===== src/source/l2_plru.sv =====
module l2_plru #(
    parameter int set_bits = 3
) (
    input  logic                clk,
    input  logic                reset,
    input  logic [set_bits-1:0] set_index,
    input  logic                load_lru,
    input  logic [2:0]          access_way,
    output logic [2:0]          victim_way
);

    localparam int num_sets = 1 << set_bits;

    logic [6:0] tree [num_sets];
    logic [6:0] cur;
    logic [6:0] next_bits;

    assign cur = tree[set_index];

    // ########################################
    // walk the tree toward the victim

    always_comb begin : victim_walk
        victim_way[2] = cur[0];                             // half
        victim_way[1] = cur[1 + victim_way[2]];             // pair in that half
        victim_way[0] = cur[3 + victim_way[2:1]];           // way in that pair
    end

    // ########################################
    // point every bit on the path away from the accessed way

    always_comb begin : path_update
        next_bits = cur;
        next_bits[0] = ~access_way[2];
        next_bits[1 + access_way[2]] = ~access_way[1];
        next_bits[3 + access_way[2:1]] = ~access_way[0];
    end

    always_ff @(posedge clk) begin : tree_store
        if (reset) begin
            for (int s = 0; s < num_sets; s++) begin
                tree[s] <= '0;
            end
        end else if (load_lru) begin
            tree[set_index] <= next_bits;
        end
    end

endmodule : l2_plru


===== config.mk =====
export PLATFORM = sky130hd
export DESIGN_NAME = l2_plru
export DESIGN_NICKNAME = d
export VERILOG_FILES = /design/src/source/l2_plru.sv
export SDC_FILE = /design/constraint.sdc
export NUM_CORES = 1
export LEC_CHECK = 0
export BUFFER_PORTS_ARGS = -buffer_cell sky130_fd_sc_hd__buf_2
export CAP_MARGIN = 20
export CORE_MARGIN = 2
export CORE_UTILIZATION = 55
export CTS_CLUSTER_SIZE = 10
export DETAILED_ROUTE_END_ITERATION = 10
export GPL_ROUTABILITY_DRIVEN = 0
export PLACE_DENSITY = 0.75
export SLEW_MARGIN = 5
export SYNTH_ARGS = -nofsm -noshare
export SYNTH_HDL_FRONTEND = slang
export SYNTH_SLANG_ARGS = --single-unit

===== constraint.sdc =====
create_clock -name clk -period 2.5 [get_ports clk]
set_input_delay 0.25 -clock clk [delete_from_list [all_inputs] [get_ports clk]]
set_output_delay 0.25 -clock clk [all_outputs]
set_load 0.005 [all_outputs]

## Word-level counts from Yosys, hierarchy flattened

Memories as Yosys holds them, arrays and structs flattened.
Cells that the tools add are included.

- Bits in registers: 0
- Latch bits: 0
- Bits in writable memories: 56
- Bits in read-only memories: 0
- Logic and storage cells: 35
- Memories kept: 1

Memory list:

| memory | words | bits a word | read ports | clocked after Yosys merged registers in | write ports | line | source |
|---|---|---|---|---|---|---|---|
| tree | 8 | 7 | 1 | 0 | 8 | 14 | `logic [6:0] tree [num_sets];` |

- Add/subtract/negate cells: 4
- $mul: 0
- Divide/modulo/power cells: 0
- Magnitude comparators: 6
- Equality and inequality tests: 0
- Shift-type cells: 0
- Multiplexer cells: 18
- Bitwise operators: 3
- Reduce and logical (&&, ||, !) cells: 3

Operators by type and width:

| operator | count |
|---|---|
| 7-bit bitwise mux | 2 |
| 1-bit 2-to-1 mux | 10 |
| 2-bit by 4-bit < comparator with 1-bit output (second input constant) | 2 |
| 3-bit by 4-bit < comparator with 1-bit output (second input constant) | 2 |
| 7-bit 2-to-1 mux | 1 |
| 7-bit OR reduction | 1 |
| 2-bit by 2-bit adder with 3-bit output (first input constant) | 2 |
| 1-bit binary-select mux with 3-bit select | 2 |
| 1-bit demux with 3-bit select | 2 |
| 1-bit by 1-bit adder with 2-bit output (first input constant) | 2 |
| 3-bit by 1-bit >= comparator with 1-bit output (second input constant) | 1 |
| 3-bit 2-to-1 mux | 1 |
| 1-bit inverter | 3 |
| 2-bit by 1-bit >= comparator with 1-bit output (second input constant) | 1 |
| 1-bit logical AND | 2 |

## Longest topological paths before layout

- Word-level depth: 8
- Gate-level depth with buffers: 11

## Worst setup path before layout

Ideal clock, no wire load.

- Path kind: input port to output port
- Start point: input port set_index[2]
- End point: output port victim_way[0]
- Data arrival time: 2.363 ns
- Slack: -0.113 ns
- Stages on the path: 9
- Buffers on the path: 1
- Cells stage by stage: buf_6 mux4_2 o32ai_2 mux2i_1 inv_1 ha_1 mux4_2 mux2i_1 a21oi_1

- Word-level cells in the longest chain between the ends: 7

RTL lines:

| item | line | source |
|---|---|---|
| start, declared | 6 | `input logic [set_bits-1:0] set_index,` |
| memory read 8 x 7 bit * | - |  |
| 1-bit by 1-bit adder with 2-bit output | 25 | `victim_way[1] = cur[1 + victim_way[2]];` |
| 1-bit binary-select mux with 3-bit select * | 25 |  |
| 1-bit 2-to-1 mux (not written as such) * | 25 |  |
| net victim_way[1] | 9 | `output logic [2:0] victim_way` |
| 2-bit by 2-bit adder with 3-bit output * | 26 | `victim_way[0] = cur[3 + victim_way[2:1]];` |
| 1-bit binary-select mux with 3-bit select * | 26 |  |
| 1-bit 2-to-1 mux (not written as such) * | 26 |  |
| end, declared | 9 |  |

Mark *: on every way through the listed nets, which the timed path passes. The rest lies on a longest branch. The select of a mux whose other input is x is not followed.

## Final worst setup path

- Start point: memory tree[5][0]
- End point: output port victim_way[0]

- Word-level cells in the longest chain between the ends: 7

RTL lines:

| item | line |
|---|---|
| start, declared | 14 |
| memory read 8 x 7 bit * | - |
| 1-bit by 1-bit adder with 2-bit output | 25 |
| 1-bit binary-select mux with 3-bit select | 25 |
| 1-bit 2-to-1 mux (not written as such) | 25 |
| 2-bit by 2-bit adder with 3-bit output | 26 |
| 1-bit binary-select mux with 3-bit select * | 26 |
| 1-bit 2-to-1 mux (not written as such) * | 26 |

Mark *: on every way between the ends. The rest lies on a longest branch, timed or not. The select of a mux whose other input is x is not followed.

==> flow_metrics.tcl <==
set metrics [dict create \
    end_kind "primary output" \
    synth_warnings 0 \
    vias_per_cell 5.61 \
    port_buffers 11 \
    r2r_start "tree[5][2]" \
    netSwitchingFraction_pct 25.8 \
    grt_max_degree 19 \
    fin_setup_tns_ps -425 \
    final_common_cell "nor2_1" \
    fp.dieW_microns 75.5 \
    cts.clk_slew.worst_paths_ps 100 \
    num_antenna_cells 0 \
    finalCritPeriodShare_pct 117 \
    worst_slew_pin_slew_ps 487 \
    grt_pass1_vias 1836 \
    dr.pass1.iters 4 \
    ff2ff_setup_slack_ps 570 \
    largest_reg_flops 56 \
    ir_drop_mv 0.307 \
    ant_nets 0 \
    drive_above_1_share_pct 28.9 \
    drt_iter0_markers 148 \
    routed_wl_mm 5.93 \
    clk_root_buffer_cell "clkbuf_8" \
    synth.distinct_cells 35 \
    fin_skew_ps 5.67 \
    hold_depth 4 \
    slew_headroom_pct 67.5 \
    slowest_delay_ps 490 \
    finalCriticalPeriod_ps 2920 \
    crit_required_ps 2250 \
    outcome "complete, but fails checks" \
    utilization_pct 64.8 \
    critPathArrivalTime_ps 2670 \
    synth_nets 229 \
    p_per_area_mw_per_mm2 590 \
    cts.sinks 56 \
    min_path_type "primary input to flop" \
    antenna_found_initial 0 \
    crit_start "tree[5][0]" \
    synth.avg_cell_area_sq_um 13.1 \
    io_pins 12 \
    clock_path_buffers 2 \
    hp-start "access_way[0]" \
    maxCapViolCount 0 \
    track_usage_pct 22.5 \
    critPathBufInv 2 \
    ctsResizeCount 0 \
    cpMaxStageDelayCell "mux4_2" \
    dieArea_sq_mm 0.00570 \
    cp_max_fo 5 \
    hpwl_mm 4.38 \
    seq_power_share_pct 56.8 \
    combinationalPowerShare_pct 16.9 \
    cts_tree "built" \
    power_switching_mw 0.493 \
    area_growth_pct 15.5 \
    largestRegisters "tree: 56 flops" \
    grt_pass1_wl_mm 8.98 \
    htreeDepth 2 \
    crit_top_cell "mux4_2" \
    setup_viol 1 \
    largest-register "tree" \
    crit_path_start_kind "flop" \
    fin_ws_ps -425 \
    power_frac_clock_pct 26.3 \
    die_h_microns 75.5 \
    num-fill-cells 397 \
    rsz0062_at_grt "true" \
    netlist_area_sq_mm 0.00281 \
    drt_drc_violations_left 0 \
    violations "negative setup slack" \
    numCtsBuffers 5 \
    clk_latency_ps 310 \
    timing_hold_violations_final 0 \
    finalMaxSlewViolations 0 \
    core_area_sq_mm 0.00501 \
    synth_seq_cells 56 \
    final_nets 270 \
    avgRoutedWirePerCell_microns 18.2 \
    path_class "flop to primary output" \
    crit_path_cell_trace "mux4_2 > o32ai_4 > mux2i_2 > inv_1 > ha_4 > mux4_2 > mux2i_1 > a21oi_1 > buf_2" \
    vias 1830 \
    final_cell_mix "60 x nor2_1, 56 x edfxtp_1, 30 x buf_4, 12 x nand2_1" \
    rows 26 \
    r2r_end "tree[1][2]" \
    holdPathEnd "tree[3][3]" \
    postSynthCellCount 214 \
    overflow 0 \
    start_util_pct 56.1 \
    ys_seq_area_share_pct 59.8 \
    r2r_cells 7 \
    fmax_ghz 0.342 \
    p_int_mw 1.42 \
    critical-path-top-delay-family "multiplexers" \
    p_leak_nw 1.23 \
]
power groups by stage:
stage / Sequential, mW / Clock [mW] / Combinational (mW)
floorplan: 1.10 / 0 / 0.210
global placement: 1.11 / 0 / 0.310
detailed placement: 1.11 / 0 / 0.315
CTS: 1.09 / 0.502 / 0.320
global route: 1.09 / 0.543 / 0.352
finish: 1.09 / 0.503 / 0.323
layer usage:
metal  track usage [%]  vias to the layer above  wire length [microns]
li1                  -                      863                      -
met5                 0                        -                      0
met2              37.8                       60                   2960
met3              5.29                       13                    366
met4              8.77                        0                    154
met1              28.5                      894                   2450
what timing repair did:
item | CTS | global route
setup buffers | 1 | 1
setup endpoints to repair | 1 | 1
hold buffers | 0 | 0
Yosys cell counts:
library cell / number / area (sq um)
a21oi_2: 2 / 17.5
nor3b_1: 2 / 15.0
nor2_1: 60 / 225
mux2i_1: 9 / 90.1
nand3b_1: 1 / 7.51
a21oi_1: 5 / 25.0
o32ai_1: 1 / 8.76
buf_6: 2 / 22.5
nor2b_1: 2 / 12.5
o21ai_2: 1 / 8.76
mux2_2: 2 / 22.5
ha_1: 6 / 75.1
o21ai_0: 2 / 10.0
a311o_1: 1 / 10.0
nand2b_1: 9 / 56.3
clkbuf_1: 1 / 3.75
buf_4: 2 / 15.0
and4_1: 1 / 8.76
mux4_2: 11 / 248
nor2_2: 2 / 12.5
inv_2: 1 / 3.75
nand2_1: 12 / 45.0
a221oi_2: 1 / 15.0
inv_1: 8 / 30.0
nand3_1: 3 / 15.0
o21ai_1: 1 / 5.00
a311oi_1: 1 / 8.76
a32oi_2: 1 / 16.3
a41o_1: 1 / 10.0
mux2_4: 1 / 15.0
edfxtp_1: 56 / 1680
mux4_1: 1 / 26.3
o32ai_2: 1 / 16.3
a31o_1: 2 / 17.5
buf_2: 2 / 10.0
worst reg2reg max path, delay by kind of cell (launching register included):
kind / cells / cell delay, ps
AOI/OAI and AO/OA: 1 / 160
buffers and inverters: 2 / 350
DFF: 1 / 400
muxes: 2 / 680
and+or+nand+nor: 2 / 110
worst max path at each step:
| stage | cells past startpoint | to | slack [ps] |
|---|---|---|---|
| 6_report | 9 | victim_way[0] | -420 |
| 3_3_place_gp | 10 | victim_way[0] | -80 |
| 2_1_floorplan | 9 | victim_way[0] | -20 |
| 3_5_place_dp | 10 | victim_way[0] | -150 |
| 4_1_cts | 9 | victim_way[0] | -400 |
| 5_1_grt | 9 | victim_way[0] | -550 |
cell type report:
type | instances | area, sq um | share of cell area [%]
Sequential cell | 56 | 1680 | 51.8
Multi-Input combinational cell | 142 | 1070 | 33.0
Timing Repair Buffer | 41 | 280 | 8.63
Tap cell | 70 | 87.6 | 2.70
Clock buffer | 5 | 68.8 | 2.12
Inverter | 9 | 33.8 | 1.04
Clock inverter | 3 | 23.8 | 0.732
stage by stage:
stage	total power, mW	instance area, sq um	instances	hold WS, ps	worst slack [ps]
finish	1.91	3250	326	473	-425
global placement	1.42	3140	316	783	-83.1
detailed placement	1.42	3140	316	791	-151
global route	1.99	3250	326	490	-545
CTS	1.91	3240	325	470	-401
floorplan	1.31	2840	214	584	-17.6
kinds of logic (layout without fill, tap and decap cells):
group                      Yosys count  after routing  share of synthesized area (%)
adders and majority gates            6              6                           2.67
DFF                                 56             56                           59.8
muxes                               24             24                           14.3
buffers and inverters               16             58                           3.03
and+or+nand+nor                     92             92                           14.2
AOI/OAI and AO/OA                   20             20                           6.01
No activity file was read; power rests on OpenSTA's default activity.
