`config.mk`:
```
export PLATFORM = sky130hd
export DESIGN_NAME = l2_cache_control
export DESIGN_NICKNAME = d
export VERILOG_FILES = /design/src/source/l2_cache_pkg.sv /design/src/source/l2_cache_control.sv
export SDC_FILE = /design/constraint.sdc
export NUM_CORES = 1
export LEC_CHECK = 0
export ABC_CLOCK_PERIOD_IN_PS = 19600
export CORE_AREA = 2 2 240 242
export DETAILED_ROUTE_END_ITERATION = 10
export DIE_AREA = 0 0 242 244
export DONT_BUFFER_PORTS = 1
export PLACE_DENSITY = 0.3
export SYNTH_ARGS = -nofsm -noshare
export SYNTH_HDL_FRONTEND = slang
export SYNTH_SLANG_ARGS = --single-unit
```
`constraint.sdc`:
```
create_clock -name clk -period 19.6 [get_ports clk]
set_input_delay 3.92 -clock clk [delete_from_list [all_inputs] [get_ports clk]]
set_output_delay 3.92 -clock clk [all_outputs]
set_load 0.02 [all_outputs]
```
`src/source/l2_cache_pkg.sv`:
```
package l2_cache_pkg;

    // ########################################
    // address and line layout

    localparam int addr_bits   = 16;
    localparam int offset_bits = 5;     // 32 byte lines
    localparam int num_ways    = 8;     // fixed by the 7 bit tree lru

    typedef logic [addr_bits-1:0] l2_word;
    typedef logic [255:0] l2_line;

    // ########################################
    // way status and control

    typedef struct packed {
        logic [num_ways-1:0] hit;
        logic [num_ways-1:0] valid;
        logic [num_ways-1:0] dirty;
    } l2_way_status;

    typedef struct packed {
        logic [2:0] way_sel;            // hit way or victim way
        logic       load_line;          // data and tag write
        logic       load_valid;
        logic       valid_in;           // also picks fill data over write data
        logic       load_dirty;
        logic       dirty_in;
        logic       load_lru;
    } l2_way_ctl;

    // ########################################
    // controller

    typedef enum logic [2:0] {
        process_request,
        write_back,
        evict_line,
        fetch_line,
        respond_wait
    } l2_state_e;

    typedef enum logic {
        addr_request,                   // line address of the request, for fills
        addr_victim
    } l2_addr_src_e;

endpackage : l2_cache_pkg
```
`src/source/l2_cache_control.sv`:
```
module l2_cache_control #(
    parameter int set_bits = 3
) (
    input  logic                        clk,
    input  logic                        reset,
    input  l2_cache_pkg::l2_way_status  status,
    input  logic [2:0]                  victim_way,
    input  logic                        mem_read,
    input  logic                        mem_write,
    input  l2_cache_pkg::l2_word        mem_address,
    input  logic [10-set_bits:0]        victim_tag,
    input  l2_cache_pkg::l2_line        way_rdata,
    output l2_cache_pkg::l2_way_ctl     ctl,
    output logic                        mem_resp,
    output logic                        pmem_read,
    output logic                        pmem_write,
    input  logic                        pmem_resp,
    output l2_cache_pkg::l2_word        pmem_address,
    output l2_cache_pkg::l2_line        pmem_wdata,
    output logic                        eviction,
    output l2_cache_pkg::l2_word        evict_address
);

    localparam int offset_bits = l2_cache_pkg::offset_bits;

    l2_cache_pkg::l2_state_e    state;
    l2_cache_pkg::l2_state_e    next_state;
    l2_cache_pkg::l2_addr_src_e addr_src;

    logic                 request;
    logic                 hit;
    logic [2:0]           hit_way;
    logic                 victim_valid;
    logic                 victim_dirty;
    l2_cache_pkg::l2_word fill_address;
    l2_cache_pkg::l2_word victim_address;

    assign request      = mem_read | mem_write;
    assign hit          = |status.hit;
    assign victim_valid = status.valid[victim_way];
    assign victim_dirty = status.dirty[victim_way];

    assign fill_address = {mem_address[l2_cache_pkg::addr_bits-1:offset_bits],
                           {offset_bits{1'b0}}};
    assign victim_address = {victim_tag, mem_address[offset_bits +: set_bits],
                             {offset_bits{1'b0}}};
    assign evict_address = victim_address;

    always_comb begin : hit_encode
        hit_way = '0;
        for (int w = 0; w < l2_cache_pkg::num_ways; w++) begin
            if (status.hit[w]) begin
                hit_way = 3'(w);
            end
        end
    end

    // ########################################
    // next state

    always_comb begin : next_state_logic
        next_state = state;
        case (state)
            l2_cache_pkg::process_request: begin
                if (request) begin
                    if (hit) next_state = l2_cache_pkg::respond_wait;
                    else if (victim_dirty) next_state = l2_cache_pkg::write_back;
                    else if (victim_valid) next_state = l2_cache_pkg::evict_line;
                    else next_state = l2_cache_pkg::fetch_line;
                end
            end
            l2_cache_pkg::write_back: begin
                if (pmem_resp) next_state = l2_cache_pkg::fetch_line;
            end
            l2_cache_pkg::evict_line: next_state = l2_cache_pkg::fetch_line;
            l2_cache_pkg::fetch_line: begin
                if (pmem_resp) next_state = l2_cache_pkg::process_request;
            end
            default: next_state = l2_cache_pkg::process_request;    // respond_wait
        endcase
    end

    // ########################################
    // state outputs

    always_comb begin : state_outputs
        ctl         = '0;
        ctl.way_sel = hit ? hit_way : victim_way;
        mem_resp    = 1'b0;
        pmem_read   = 1'b0;
        pmem_write  = 1'b0;
        eviction    = 1'b0;
        addr_src    = l2_cache_pkg::addr_request;
        case (state)
            l2_cache_pkg::process_request: begin
                if (request && hit) begin
                    mem_resp     = 1'b1;
                    ctl.load_lru = 1'b1;
                    if (mem_write) begin
                        ctl.load_line  = 1'b1;
                        ctl.load_dirty = 1'b1;
                        ctl.dirty_in   = 1'b1;
                    end
                end
                if (next_state == l2_cache_pkg::write_back) begin
                    addr_src = l2_cache_pkg::addr_victim;       // set up ahead of write_back
                end
            end
            l2_cache_pkg::write_back: begin
                eviction   = 1'b1;
                pmem_write = 1'b1;
                if (!pmem_resp) begin
                    addr_src = l2_cache_pkg::addr_victim;       // switches to fill on resp
                end
            end
            l2_cache_pkg::evict_line: eviction = 1'b1;
            l2_cache_pkg::fetch_line: begin
                pmem_read = 1'b1;
                if (pmem_resp) begin                            // fill lands clean
                    ctl.load_line  = 1'b1;
                    ctl.load_valid = 1'b1;
                    ctl.valid_in   = 1'b1;
                    ctl.load_dirty = 1'b1;
                    ctl.dirty_in   = 1'b0;
                end
            end
            default: ;
        endcase
    end

    // ########################################
    // registers

    always_ff @(posedge clk) begin : state_reg
        if (reset) begin
            state <= l2_cache_pkg::process_request;
        end else begin
            state <= next_state;
        end
    end

    always_ff @(posedge clk) begin : pmem_regs
        if (addr_src == l2_cache_pkg::addr_victim) begin
            pmem_address <= victim_address;
            pmem_wdata   <= way_rdata;
        end else begin
            pmem_address <= fill_address;
        end
    end

    upstream_one_op: assert property (@(posedge clk) disable iff (reset)
        !(mem_read && mem_write));

    pmem_one_op: assert property (@(posedge clk) disable iff (reset)
        !(pmem_read && pmem_write));

endmodule : l2_cache_control

```
# After elaboration in Yosys (flattened, before gate mapping)
# Cells that the tools add are included.
# op_classes
magnitude_cmp	1
n_eq_ne	4
muxes	37
bitwise	1
n_reduce_logical	4
# op_table
operator	n
$mux W3	11
$mux W16	1
$mux W1	14
$pmux W3 S4	1
$mux W2	4
$reduce_or A8 Y1	1
$bmux W1 S3	2
$eq A3 B1 Y1 const B	2
$eq A3 B2 Y1 const B	2
$mux W5	1
$lt A3 B4 Y1 const B	1
$pmux W1 S2	2
$pmux W2 S2	1
$logic_not A3 Y1	1
$reduce_or A2 Y1	1
$logic_and A1 B1 Y1	1
$or A1 B1 Y1	1
# word_totals
regBits	275
output_inout_bits	301

# Depth between registers and ports, before layout
# Gate-level depths: netlist of run 1.
# logic_depth
ltp_word	11
mapped_depth	6

# Least setup slack after synthesis of run 1
# No wires, ideal clock.
# synth_timing
kind	input to register
from	input victim_way[1]
to	register pmem_wdata[0] (enable)
arrival_ps	10086
t_required_ps	18995
slack_ps	8908
cell_stages	5
path_buffers	0
cell_sequence	mux4_1 -> mux2_2 -> a211oi_2 -> o21ai_2 -> inv_1
# synth_between
elab_chain_cells	10
# synth_rtl
element	line	rtl
start, declared	l2_cache_control.sv:7	input logic [2:0] victim_way,
$bmux W1 S3	l2_cache_control.sv:40	assign victim_valid = status.valid[victim_way];
$mux W1 (not written as such)	l2_cache_control.sv:40	
$mux W1	l2_cache_control.sv:68	else if (victim_valid) next_state = l2_cache_pkg::evict_line;
$mux W2 (*)	l2_cache_control.sv:67	else if (victim_dirty) next_state = l2_cache_pkg::write_back;
$mux W3 (*)	l2_cache_control.sv:66	if (hit) next_state = l2_cache_pkg::respond_wait;
$mux W3 (*)	l2_cache_control.sv:65	if (request) begin
$pmux W3 S4 (*)	l2_cache_control.sv:63	case (state)
$eq A3 B1 Y1 (*)	l2_cache_control.sv:105	if (next_state == l2_cache_pkg::write_back) begin
$mux W1 (*)	l2_cache_control.sv:105	
$pmux W1 S2 (*)	l2_cache_control.sv:94	case (state)
named net addr_src	l2_cache_control.sv:28	l2_cache_pkg::l2_addr_src_e addr_src;
end signal, assigned	l2_cache_control.sv:145	pmem_wdata <= way_rdata;
end, declared	l2_cache_control.sv:19	output l2_cache_pkg::l2_line pmem_wdata,
# The timed path passes the listed nets; every way through them passes the cells marked *. The select of a mux whose other input is x is not followed.
# A chain may end at the register's enable or synchronous reset.

==> reports/results.tsv, run 1 <==
metric	value	unit
status	completed	
via_per_inst	2.997	
wl_per_cell	21.03	µm
worstSetupStartpointType	input pin	
slew_viol_final	0	
syn_area_per_cell	24.39	µm²
busiest_layer	met2	
fin_ws	10.08	ns
clock.fmax	105.1	MHz
synthArstFlopShare	0	%
drcViolationCount	0	
synth_top_area_share	89.29	%
met2_usage	14.27	%
synth-seq-area-share	92.54	%
critical_path_class	in -> out	
path_clk_slew	0.06	ns
clock_path_buffers	3	
arrival	5.60	ns
routed_wirelength	24.21	mm
fin_nets	683	
dr.pass1.iters	4	
grt_setup_unrepaired	false	
dieArea	59050	µm²
gp_congestion	0.7892	
yosysMostFrequentCell	edfxtp_1	
first_global_vias	3670	
grt_max_degree	88	
netlist_area	8610	µm²
drive_gt1_share	16.28	%
crit_fanout	4	
syn_inst	353	
post-place-cells	1095	
initial_utilization	15.33	%
placed_cell_area	9428	µm²
worstSetupEndpointType	output pin	
p_leak	3.144	nW
ys_top_cells_by_count	edfxtp_1 (256), buf_4 (24), dfxtp_1 (14)	
insertion_delay	0.57	ns
skew	0.01986	ns
area.growth.synth_to_final	21.65	%
gr-usage-met3	4.192	%
synth_top_cells_by_area	edfxtp_1 (89%), dfxtp_1 (3.3%), buf_4 (2.1%)	
period_share	48.56	%
ios	613	
dp_slack	10.14	ns
fp.coreArea	56170	µm²
ant_nets	0	
via_count	3449	
cts_buffers	30	
irDropWorstVdd	0.04893	mV
worst_slew_pin_slew	1.090	ns
die_w	242	µm
power_density	117.7	nW/µm²
final_util	18.65	%
clkSinkCount	270	
critPathRequiredTime	15.68	ns
max_slew_margin	27.35	%
first_iter_violations	186	
antenna_found_initial	11	
clockRootBuffer	clkbuf_16	
yosys_warnings	0	
core.rowCount	87	
dieHeight	244	µm
largest_reg_flops	256	
period_needed	9.519	ns
fin_area	10470	µm²
cts_resized	0	
synth_top_area_cell	edfxtp_1	
synth_cell_types	29	
grt_pass1_wl	31.21	mm
synth-seq-cells	270	
synth-edff-count	256	
ys.flop_type	edfxtp_1	
overflow	0	
hold_viol	0	
globalRouteMet1Util	6.214	%
place.port_buffers	0	
hold_class	reg -> reg	
post-cts-setup-buffers	0	
htreeDepth	1	
setup_viol	0	
fin_cells	1151	
setup_tns	0	ns
cts_tree	done	
hpwlAfterDp	18.66	mm
grt.total_usage	7.527	%
maxCapViolations	0	
hold_buffers	0	
-- logic make-up (layout without fill, tap and decap cells) --
group	after synthesis	in the layout	synth area share, %
buffers and inverters	28	59	2.267
AOI/OAI and AO/OA	12	12	0.9737
other	1	12	0.04356
and+or+nand+nor	26	26	1.497
xor gates and xnor gates	2	2	0.2035
DFF	270	270	92.54
muxes	14	14	2.471
-- critical path: stages --
cell	delay [ns]
nor4_1	0.64
nand2_1	0.24
and3_1	0.34
or2_2	0.46
-- per-stage QoR --
step	hold WS [ns]	total power [mW]
2_1_floorplan	0.4939	0.6611
3_3_place_gp	0.5476	0.6581
3_5_place_dp	0.5450	0.6582
4_1_cts	0.5519	1.257
5_1_grt	0.5983	1.285
6_report	0.5526	1.233
-- cell type report --
| cell class | count | area, µm² |
|---|---|---|
| timing repair buffer | 2 | 15.01 |
| fill | 5966 | 45700 |
| inverter | 3 | 18.77 |
| multi-input combinational | 64 | 480.5 |
| clock inverter | 14 | 181.4 |
| antenna | 2 | 5.005 |
| clock buffer | 40 | 859.6 |
| tap | 756 | 945.9 |
| sequential | 270 | 7968 |
-- worst paths after layout --
path                                           from                       end  slack (ns)  depth (start not counted)
worst max-delay path                     status[16]                    ctl[2]       10.08                          4
worst min-delay path            state[2]$_SDFF_PP0_       state[1]$_SDFF_PP0_        0.55                          1
worst max register to register  state[0]$_SDFF_PP0_  pmem_wdata[52]$_DFFE_PP_       15.88                          6
worst min register to register  state[2]$_SDFF_PP0_       state[1]$_SDFF_PP0_        0.55                          1
-- cell usage in the layout, fill, tap and decap left out, types with 4 or more instances in the layout --
| master | instances |
|---|---|
| edfxtp_1 | 256 |
| clkbuf_16 | 31 |
| dfxtp_1 | 14 |
| conb_1 | 10 |
| mux2_2 | 9 |
| nor2_1 | 8 |
| nor3_1 | 5 |
| clkbuf_8 | 5 |
| nand2_1 | 4 |
| clkbuf_1 | 4 |
| bufinv_16 | 4 |
| clkinv_2 | 4 |
-- metal layers --
metal	share of wire (%)	up-vias
li1	-	1401
met5	0.37	-
met1	29	1617
met4	3.8	14
met3	12	69
met2	55	348
-- power breakdown --
part | internal, mW | total (mW) | leakage [nW] | switching [mW]
clock | 0.359 | 0.587 | 0.511 | 0.228
sequential | 0.633 | 0.636 | 2.42 | 0.00314
combinational | 0.00331 | 0.00995 | 0.215 | 0.00664
(Power assumes the default switching activity.)
==> run 2: changes to the inputs <==
- ABC_CLOCK_PERIOD_IN_PS: 19600 -> 9580
- clock period: 19.6 -> 9.58 ns (I/O delays scaled with it)
==> reports/results.tsv, run 2 (synthesis results as in run 1) <==
metric	value	unit	change
status	completed		
maxCapViolations	0		unchanged
post-place-cells	1095		unchanged
hpwlAfterDp	18.79	mm	+0.68%
p_leak	3.102	nW	-1.3%
grt_pass1_wl	31.47	mm	+0.84%
dp_slack	4.060	ns	-6.084 ns
cts_buffers	30		unchanged
overflow	0		unchanged
grt_max_degree	125		+42%
fin_cells	1152		+0.087%
hold_slack	0.5573	ns	+0.004676 ns
period_share	57.10	%	
final_util	18.54	%	-0.11 points
dieHeight	244	µm	unchanged
place.port_buffers	0		unchanged
cts_tree	done		
core.rowCount	87		unchanged
arrival	3.55	ns	-2.05 ns
clock.fmax	182.8	MHz	
die_w	242	µm	unchanged
skew	0.01137	ns	-0.008488 ns
largest_reg_flops	256		unchanged
worstSetupStartpointType	input pin		
ios	613		unchanged
critPathRequiredTime	7.66	ns	-8.02 ns
dr.pass1.iters	4		unchanged
antenna_found_initial	12		+1
via_count	3469		+0.58%
slew_viol_final	0		unchanged
period_needed	5.471	ns	
routed_wirelength	24.35	mm	+0.62%
clock_path_buffers	3		unchanged
worstSetupEndpointType	output pin		
final_cell_mix	edfxtp_1 (256), clkbuf_16 (31), dfxtp_1 (14), conb_1 (10), mux2_2 (9)		
insertion_delay	0.56	ns	about the same
wl_per_cell	21.14	µm	+0.53%
grt.total_usage	7.592	%	+0.065 points
worst_slew_pin_slew	1.193	ns	+0.1036 ns
slowest_delay	0.62	ns	-0.02 ns
fp.coreArea	56170	µm²	unchanged
critical_path_class	in -> out		
irDropWorstVdd	0.1052	mV	+120%
fin_nets	683		unchanged
hold_viol	0		unchanged
hold_buffers	0		unchanged
via_per_inst	3.011		+0.49%
crit_fanout	4		unchanged
max_slew_margin	19.60	%	-7.7 points
ant_nets	0		unchanged
drcViolationCount	0		unchanged
gp_congestion	0.8001		+1.4%
dieArea	59050	µm²	unchanged
cts_resized	0		unchanged
slowest_stage	nor4_1		
hold_class	reg -> reg		
fin_ws	4.109	ns	-5.972 ns
htreeDepth	1		unchanged
path_cells	nor4_1 -> nand2_1 -> and3_1 -> or2_2		
grt_setup_unrepaired	false		
initial_utilization	15.33	%	unchanged
fillers	6018		+0.87%
first_iter_violations	209		+12%
path_clk_slew	0.06	ns	about the same
power_density	236.0	nW/µm²	+100%
setup_tns	0	ns	unchanged
clkSinkCount	270		unchanged
final_common_cell	edfxtp_1		
area.growth.synth_to_final	20.96	%	
drive_gt1_share	15.27	%	-1.0 points
setup_viol	0		unchanged
clockRootBuffer	clkbuf_16		
post-cts-setup-buffers	0		unchanged
first_global_vias	3714		+1.2%
## run 2: changes by cell type in the layout (fill, tap and decap cells not counted), sizes merged
cell,change
clkinv,+3
clkbuf,-4
bufinv,-1
diode,+1
clkinvlp,+2
## run 2: layout make-up
type | count | area, µm² | share of cell area [%]
diodes | 3 | 7.507 | 0.07209
clock buffers | 36 | 794.5 | 7.629
clock inverters | 18 | 183.9 | 1.766
inverters | 3 | 18.77 | 0.1802
multi-input cells | 64 | 480.5 | 4.614
flip-flops and latches | 270 | 7968 | 76.51
well taps | 756 | 945.9 | 9.083
repair buffers | 2 | 15.01 | 0.1442
## run 2: per-stage QoR
stage                     power (mW)  cell area [µm²]
final                          2.458            10410
after floorplan                1.352             8643
after global placement         1.346             9428
after global routing           2.566            10410
after detailed placement       1.347             9428
after CTS                      2.511            10410
## run 2: layer usage
metal	part of all wire, %	vias up	wire, µm	GRT usage [%]
met4	3.6	10	872	4.067
li1	-	1402	-	-
met5	0.27	-	65	0
met2	56	357	13550	14.29
met1	29	1642	7109	6.529
met3	11	58	2758	3.720
## run 2: power by group
part           internal [mW]  total [mW]  leakage [nW]  switching [mW]
Clock                  0.671        1.14         0.469           0.465
Combinational        0.00676      0.0204         0.215          0.0136
Sequential              1.29        1.30          2.42         0.00645
Total                   1.97        2.46          3.10           0.485
## run 2: worst paths after layout
check / from / to / slack (ns) / cells after the start
min: state[2]$_SDFF_PP0_ / state[0]$_SDFF_PP0_ / 0.56 / 1
max reg2reg: state[0]$_SDFF_PP0_ / pmem_wdata[106]$_DFFE_PP_ / 5.69 / 6
max: status[16] / ctl[2] / 4.11 / 4
min reg2reg: state[2]$_SDFF_PP0_ / state[0]$_SDFF_PP0_ / 0.56 / 1
## run 2: worst max-delay path: cells and delay by family
| family | cells | cell delay (ns) |
|---|---|---|
| and+or+nand+nor | 4 | 1.63 |
